**src/verilog/filter_pkg.sv**
```systemverilog
`default_nettype none

package filter_pkg;

    // Image and window geometry
    localparam int IMG_WIDTH = 8;
    localparam int WIN_ROWS  = 5;
    localparam int WIN_COLS  = 7;
    // Four line strides plus one window row, tap 0 is the oldest pixel
    localparam int WIN_TAPS  = 4 * IMG_WIDTH + WIN_COLS;

    // Pixel layout, RGB 4:4:4
    localparam int NUM_CH    = 3;
    localparam int CH_BITS   = 4;
    localparam int PIX_BITS  = NUM_CH * CH_BITS;
    localparam int RED_LSB   = 8;
    localparam int GREEN_LSB = 4;
    localparam int BLUE_LSB  = 0;

    localparam logic [PIX_BITS-1:0] PIX_WHITE = '1;
    localparam logic [PIX_BITS-1:0] PIX_BLACK = '0;

    // Blur weights sum to 64
    localparam int BLUR_BITS  = 10;
    localparam int BLUR_SHIFT = 6;
    localparam int unsigned BLUR_WEIGHT [WIN_ROWS * WIN_COLS] = '{
        0, 0, 1, 1, 1, 2, 2,
        0, 1, 1, 1, 2, 2, 2,
        1, 1, 1, 2, 2, 2, 4,
        1, 1, 2, 2, 2, 4, 4,
        1, 2, 2, 2, 4, 4, 4
    };

    // Left edge operator over window rows 2..4, columns 2..6
    localparam int EDGE_ROW0 = 2;
    localparam int EDGE_COL0 = 2;
    localparam int EDGE_ROWS = 3;
    localparam int EDGE_COLS = 5;
    localparam int EDGE_BITS = 8;
    // White when any bit from here up is set
    localparam int EDGE_THRESH_LSB = 4;
    localparam int EDGE_WEIGHT [EDGE_ROWS * EDGE_COLS] = '{
        1, 1, 0, -1, -1,
        2, 2, 0, -2, -2,
        1, 1, 0, -1, -1
    };

    // Mode codes, 3 is illegal
    localparam logic [1:0] MODE_PASS = 2'd0;
    localparam logic [1:0] MODE_BLUR = 2'd1;
    localparam logic [1:0] MODE_EDGE = 2'd2;

endpackage

`default_nettype wire
```
**src/verilog/blur_filter.sv**
```systemverilog
`timescale 1ns/1ps
`default_nettype none

module blur_filter (
    input  logic clk,
    input  logic rst,
    input  logic valid_in,
    input  logic ready_in,
    input  logic startofpacket_in,
    input  logic endofpacket_in,
    input  logic [1:0] mode,
    input  logic [filter_pkg::PIX_BITS-1:0] data_in,
    output logic ready_out,
    output logic valid_out,
    output logic startofpacket_out,
    output logic endofpacket_out,
    output logic [filter_pkg::PIX_BITS-1:0] data_out
);

    import filter_pkg::*;

    logic accept;
    logic [WIN_TAPS-1:0][CH_BITS-1:0] red_taps;
    logic [WIN_TAPS-1:0][CH_BITS-1:0] green_taps;
    logic [WIN_TAPS-1:0][CH_BITS-1:0] blue_taps;
    logic [PIX_BITS-1:0] blur_pixel;
    logic [PIX_BITS-1:0] edge_pixel;

    // Downstream ready goes straight upstream
    assign ready_out = ready_in;
    assign accept    = valid_in && ready_in;

    pixel_window u_window (
        .clk        (clk),
        .rst        (rst),
        .accept     (accept),
        .sop_in     (startofpacket_in),
        .data_in    (data_in),
        .red_taps   (red_taps),
        .green_taps (green_taps),
        .blue_taps  (blue_taps)
    );

    blur_kernel u_blur (
        .red_taps   (red_taps),
        .green_taps (green_taps),
        .blue_taps  (blue_taps),
        .blur_pixel (blur_pixel)
    );

    edge_kernel u_edge (
        .red_taps   (red_taps),
        .edge_pixel (edge_pixel)
    );

    output_select u_select (
        .clk        (clk),
        .rst        (rst),
        .accept     (accept),
        .mode       (mode),
        .data_in    (data_in),
        .blur_pixel (blur_pixel),
        .edge_pixel (edge_pixel),
        .sop_in     (startofpacket_in),
        .eop_in     (endofpacket_in),
        .valid_out  (valid_out),
        .sop_out    (startofpacket_out),
        .eop_out    (endofpacket_out),
        .data_out   (data_out)
    );

endmodule

`default_nettype wire

```
**src/verilog/output_select.sv**
```systemverilog
`timescale 1ns/1ps
`default_nettype none

module output_select (
    input  logic clk,
    input  logic rst,
    input  logic accept,
    input  logic [1:0] mode,
    input  logic [filter_pkg::PIX_BITS-1:0] data_in,
    input  logic [filter_pkg::PIX_BITS-1:0] blur_pixel,
    input  logic [filter_pkg::PIX_BITS-1:0] edge_pixel,
    input  logic sop_in,
    input  logic eop_in,
    output logic valid_out,
    output logic sop_out,
    output logic eop_out,
    output logic [filter_pkg::PIX_BITS-1:0] data_out
);

    import filter_pkg::*;

    logic [PIX_BITS-1:0] sel_pixel;

    always_comb begin
        case (mode)
            MODE_PASS: sel_pixel = data_in;
            MODE_BLUR: sel_pixel = blur_pixel;
            MODE_EDGE: sel_pixel = edge_pixel;
            default:   sel_pixel = PIX_BLACK;
        endcase
    end

    always_ff @(posedge clk) begin
        if (rst) begin
            valid_out <= 1'b0;
            sop_out   <= 1'b0;
            eop_out   <= 1'b0;
            data_out  <= '0;
        end else begin
            valid_out <= accept;
            // Hold everything else between beats
            if (accept) begin
                sop_out  <= sop_in;
                eop_out  <= eop_in;
                data_out <= sel_pixel;
            end
        end
    end

    a_legal_mode: assert property (
        @(posedge clk) disable iff (rst) accept |-> (mode != 2'd3)
    ) else $error("output_select: illegal mode 3 on an accepted beat");

endmodule

`default_nettype wire

```
**src/verilog/edge_kernel.sv**
```systemverilog
`timescale 1ns/1ps
`default_nettype none

module edge_kernel (
    input  logic [filter_pkg::WIN_TAPS-1:0][filter_pkg::CH_BITS-1:0] red_taps,
    output logic [filter_pkg::PIX_BITS-1:0] edge_pixel
);

    import filter_pkg::*;

    logic signed [EDGE_BITS-1:0] edge_sum;

    // Signed sum stays within +-120
    always_comb begin
        int acc;
        int idx;
        acc = 0;
        for (int r = 0; r < EDGE_ROWS; r++) begin
            for (int k = 0; k < EDGE_COLS; k++) begin
                idx = (EDGE_ROW0 + r) * IMG_WIDTH + EDGE_COL0 + k;
                acc += int'(red_taps[idx]) * EDGE_WEIGHT[r * EDGE_COLS + k];
            end
        end
        edge_sum = EDGE_BITS'(acc);
    end

    // Negative sums set the top bits too, so they also read as white
    assign edge_pixel = (edge_sum[EDGE_BITS-1:EDGE_THRESH_LSB] != '0) ? PIX_WHITE : PIX_BLACK;

endmodule

`default_nettype wire

```
**src/verilog/blur_kernel.sv**
```systemverilog
`timescale 1ns/1ps
`default_nettype none

module blur_kernel (
    input  logic [filter_pkg::WIN_TAPS-1:0][filter_pkg::CH_BITS-1:0] red_taps,
    input  logic [filter_pkg::WIN_TAPS-1:0][filter_pkg::CH_BITS-1:0] green_taps,
    input  logic [filter_pkg::WIN_TAPS-1:0][filter_pkg::CH_BITS-1:0] blue_taps,
    output logic [filter_pkg::PIX_BITS-1:0] blur_pixel
);

    import filter_pkg::*;

    logic [WIN_TAPS-1:0][CH_BITS-1:0] ch_taps [NUM_CH];
    logic [BLUR_BITS-1:0] ch_sum [NUM_CH];
    logic [CH_BITS-1:0] ch_out [NUM_CH];

    assign ch_taps[0] = red_taps;
    assign ch_taps[1] = green_taps;
    assign ch_taps[2] = blue_taps;

    always_comb begin
        int acc;
        for (int c = 0; c < NUM_CH; c++) begin
            acc = 0;
            for (int r = 0; r < WIN_ROWS; r++) begin
                for (int k = 0; k < WIN_COLS; k++) begin
                    acc += int'(ch_taps[c][r * IMG_WIDTH + k]) * BLUR_WEIGHT[r * WIN_COLS + k];
                end
            end
            ch_sum[c] = BLUR_BITS'(acc);
            ch_out[c] = CH_BITS'(ch_sum[c] >> BLUR_SHIFT);
        end
    end

    always_comb begin
        blur_pixel = '0;
        blur_pixel[RED_LSB +: CH_BITS]   = ch_out[0];
        blur_pixel[GREEN_LSB +: CH_BITS] = ch_out[1];
        blur_pixel[BLUE_LSB +: CH_BITS]  = ch_out[2];
    end

endmodule

`default_nettype wire

```
**src/verilog/pixel_window.sv**
```systemverilog
`timescale 1ns/1ps
`default_nettype none

module pixel_window (
    input  logic clk,
    input  logic rst,
    input  logic accept,
    input  logic sop_in,
    input  logic [filter_pkg::PIX_BITS-1:0] data_in,
    output logic [filter_pkg::WIN_TAPS-1:0][filter_pkg::CH_BITS-1:0] red_taps,
    output logic [filter_pkg::WIN_TAPS-1:0][filter_pkg::CH_BITS-1:0] green_taps,
    output logic [filter_pkg::WIN_TAPS-1:0][filter_pkg::CH_BITS-1:0] blue_taps
);

    import filter_pkg::*;

    logic [CH_BITS-1:0] ch_in [NUM_CH];
    logic [WIN_TAPS-1:0][CH_BITS-1:0] taps [NUM_CH];

    // Channel order is red, green, blue
    assign ch_in[0] = data_in[RED_LSB +: CH_BITS];
    assign ch_in[1] = data_in[GREEN_LSB +: CH_BITS];
    assign ch_in[2] = data_in[BLUE_LSB +: CH_BITS];

    always_ff @(posedge clk) begin
        if (rst) begin
            for (int c = 0; c < NUM_CH; c++) begin
                taps[c] <= '0;
            end
        end else if (accept) begin
            for (int c = 0; c < NUM_CH; c++) begin
                // New pixel enters the top, everything moves toward tap 0
                if (sop_in) begin
                    taps[c] <= {ch_in[c], {((WIN_TAPS - 1) * CH_BITS){1'b0}}};
                end else begin
                    taps[c] <= {ch_in[c], taps[c][WIN_TAPS-1:1]};
                end
            end
        end
    end

    assign red_taps   = taps[0];
    assign green_taps = taps[1];
    assign blue_taps  = taps[2];

    // First beat out of reset must not be a start of packet
    a_no_sop_after_reset: assert property (
        @(posedge clk) $fell(rst) |-> !(accept && sop_in)
    ) else $error("pixel_window: sop accepted in the first cycle after reset");

endmodule

`default_nettype wire

```
**config.mk**
```make
export PLATFORM = sky130hd
export DESIGN_NAME = blur_filter
export DESIGN_NICKNAME = d
export VERILOG_FILES = /design/src/verilog/filter_pkg.sv /design/src/verilog/blur_filter.sv /design/src/verilog/output_select.sv /design/src/verilog/edge_kernel.sv /design/src/verilog/blur_kernel.sv /design/src/verilog/pixel_window.sv
export SDC_FILE = /design/constraint.sdc
export NUM_CORES = 1
export LEC_CHECK = 0
export BUFFER_PORTS_ARGS = -buffer_cell sky130_fd_sc_hd__buf_2
export CORE_UTILIZATION = 25
export DETAILED_ROUTE_END_ITERATION = 10
export GPL_TIMING_DRIVEN = 0
export SYNTH_ARGS = -nofsm -noshare
export SYNTH_HDL_FRONTEND = slang
export SYNTH_SLANG_ARGS = --single-unit
```
**constraint.sdc**
```tcl
create_clock -name clk -period 10 [get_ports clk]
set_input_delay 1 -clock clk [delete_from_list [all_inputs] [get_ports clk]]
set_output_delay 1 -clock clk [all_outputs]
set_load 0.05 [all_outputs]
```
==> reports/qor.yml <==
busiest_layer: "met2"
die_x_um: 345
r2r_end: "u_select.data_out[2]"
required_ps: 10470
drt_wl_total_um: 60100
antenna_found_initial: 4
syn_area_per_cell_um2: 13.3
viasPerCell: 3.96
cts.clk_slew.worst_paths_ps: 70
critical_path_class: "reg2reg"
final_nets: 2856
drc: 0
cp-start-kind: "flip-flop"
boundaryPins: 36
placed_cell_area_um2: 31700
cp_slowest_stage_delay_ps: 550
rsz0062_at_grt: "false"
grtUsageTotal_pct: 10.5
max_slew_margin_pct: 24.4
post_cts_buffers: 0
start_util_pct: 25.3
die-area_um2: 119000
grtUsageMet2_pct: 16.1
drive_gt1_share_pct: 5.94
syn_area_um2: 29500
cts_resized: 0
h-tree-depth: 2
cpMaxStageDelayCell: "fa_1"
dp_slack_ps: 2950
endpoint: "u_select.data_out[2]"
worst_slew_pin_slew_ps: 1130
cp.arrival_ps: 7530
setup_viol_count_final: 0
reg2reg_from: "u_window.taps[2][9]"
setup_slack_ps: 2940
cp_cell_sequence: "inv_1 -> fa_1 -> inv_1 -> ha_1 -> fa_1 -> xor2_1 -> fa_1 -> inv_1 -> fa_1 -> fa_1 -> fa_1 -> fa_1 -> fa_1 -> fa_1 -> inv_1 -> ha_1 -> a21o_1 -> a21oi_1 -> o21a_1 -> and3_1 -> nor3_1 -> a211o_1"
synthFlopType: "edfxtp_1"
yosys.area.top_type: "edfxtp_1"
synth_top_cell_area_share_pct: 45.2
coreArea_um2: 117000
use_met1_pct: 15.3
fin_worst_skew_ps: 49.1
ys.warnings.count: 0
fmax_mhz: 142
rr_worst_depth: 22
finalHoldViolCount: 0
area_growth_pct: 13.3
gp_congestion: 0.803
grt_pass1_wl_um: 97000
drtAntennaViolNets: 0
synthDistinctLibCells: 47
grt_pass1_vias: 16600
vias: 15300
place_hpwl_um: 46500
ys_seq_elements: 459
rows: 125
async_flop_share_pct: 0
startpoint: "u_window.taps[2][9]"
ys_seq_area_share_pct: 46.2
period_share_pct: 70.6
insertion_delay_ps: 620
cp-end-kind: "flip-flop"
die_h_um: 345
firstDrtPassIters: 5
fin_crit_ps: 7060
cts_root_buf: "clkbuf_16"
postCtsHoldBufs: 0
numCtsBuffers: 50
r2r_setup_slack_ps: 2940
gr-total-overflow: 0
cp_common_cell: "fa_1"
cts_tree: "built"
drt-initial-drc-count: 913
globalRouteMet3Util_pct: 1.69
fin_setup_tns_ps: 0
cts.sinks: 459
clock_path_buffers: 3
cap_violations: 0
hold_class: "reg2reg"
grt_start_max_net_pins: 113
final_area_um2: 33400
portBuffers: 34
wl_per_cell_um: 15.6
synth_area_leaders: "edfxtp_1 (45%), fa_1 (27%), and2_1 (6.6%), inv_1 (6.6%), ha_1 (5.8%)"
crit_fanout: 4
dp.cells: 3772
synth_nets: 2766
stdcell_count: 3866
synth_edf_count: 444
synthCells: 2210
slew_violations: 0
hold_depth: 1
status: "complete, no violations"
[registers in the layout, indices dropped and copies added (netlist names)]
signal,cells
u_select.eop_out,1
u_select.valid_out,1
u_select.data_out,12
u_select.sop_out,1
u_window.taps,444
[placed cells by master (no fill, tap or decap), types with 6 or more instances in the layout]
| cell type | count |
|---|---|
| nor2_1 | 24 |
| fa_1 | 399 |
| clkinv_2 | 10 |
| inv_1 | 513 |
| a21o_1 | 15 |
| a21oi_1 | 23 |
| xnor2_1 | 12 |
| nor3_1 | 135 |
| and2_1 | 313 |
| ha_1 | 137 |
| buf_2 | 34 |
| xor2_1 | 21 |
| or2_2 | 9 |
| clkbuf_1 | 73 |
| edfxtp_1 | 444 |
| clkbuf_8 | 8 |
| o21ai_1 | 7 |
| nand2_1 | 8 |
| clkbuf_16 | 53 |
| dfxtp_1 | 15 |
| clkinv_1 | 6 |
[cell usage after synthesis, types with 9 or more instances]
library cell	n
inv_1	515
edfxtp_1	444
fa_1	399
and2_1	313
ha_1	137
nor3_1	135
clkbuf_1	67
nor2_1	24
a21oi_1	23
xor2_1	21
a21o_1	15
dfxtp_1	15
xnor2_1	12
or2_2	9
[worst min-delay path by stage]
stage                     startpoint                     to
3_5_place_dp    u_select.data_out[4]   u_select.data_out[4]
5_1_grt         u_select.data_out[2]   u_select.data_out[2]
3_3_place_gp    u_select.data_out[2]   u_select.data_out[2]
6_report        u_select.data_out[2]   u_select.data_out[2]
4_1_cts         u_select.data_out[2]   u_select.data_out[2]
2_1_floorplan  u_window.taps[0][124]  u_window.taps[0][120]
[logic make-up (layout without fill, tap and decap cells)]
group / Yosys count / in the layout / share of synthesized area [%]
and+or+nand+nor: 516 / 516 / 10.2
AOI/OAI and AO/OA: 73 / 73 / 1.77
DFF: 459 / 459 / 46.2
xor gates and xnor gates: 37 / 37 / 1.29
other: 0 / 1 / 0
buffers and inverters: 584 / 715 / 7.46
muxes: 5 / 5 / 0.174
adders and majority gates: 536 / 536 / 32.9
[layer usage]
layer  vias up  routed length (um)
li1       7170                   -
met5         -                   0
met1      7827               29100
met4         0                1240
met2       253               26900
met3        71                2920
[critical path: cells and delay by family (launching register included)]
kind            cells  cell delay [ps]
compound gates      4              980
simple gates        2              240
flops               1              320
buf+inv             4              180
fa+ha+maj          11             5030
xor+xnor            1              170
[stage by stage]
step	hold WS (ps)	util (%)
after floorplan	497	-
after global placement	439	27.1
after detailed placement	443	27.2
after CTS	461	28.7
after global routing	479	28.7
final	459	28.7
[final cells by class]
cell class                 count  area, um2
sequential                   459      13600
timing repair buffer          38        260
tap                         1524       1910
inverter                     515       1950
antenna                        1       2.50
clock buffer                  67       1460
clock inverter                26        287
fill                       11700      83100
buffer                        69        267
multi-input combinational   1167      13700
Power is not shown: default switching activity piles up to over one toggle a cycle in this logic, so the estimate is an artifact.
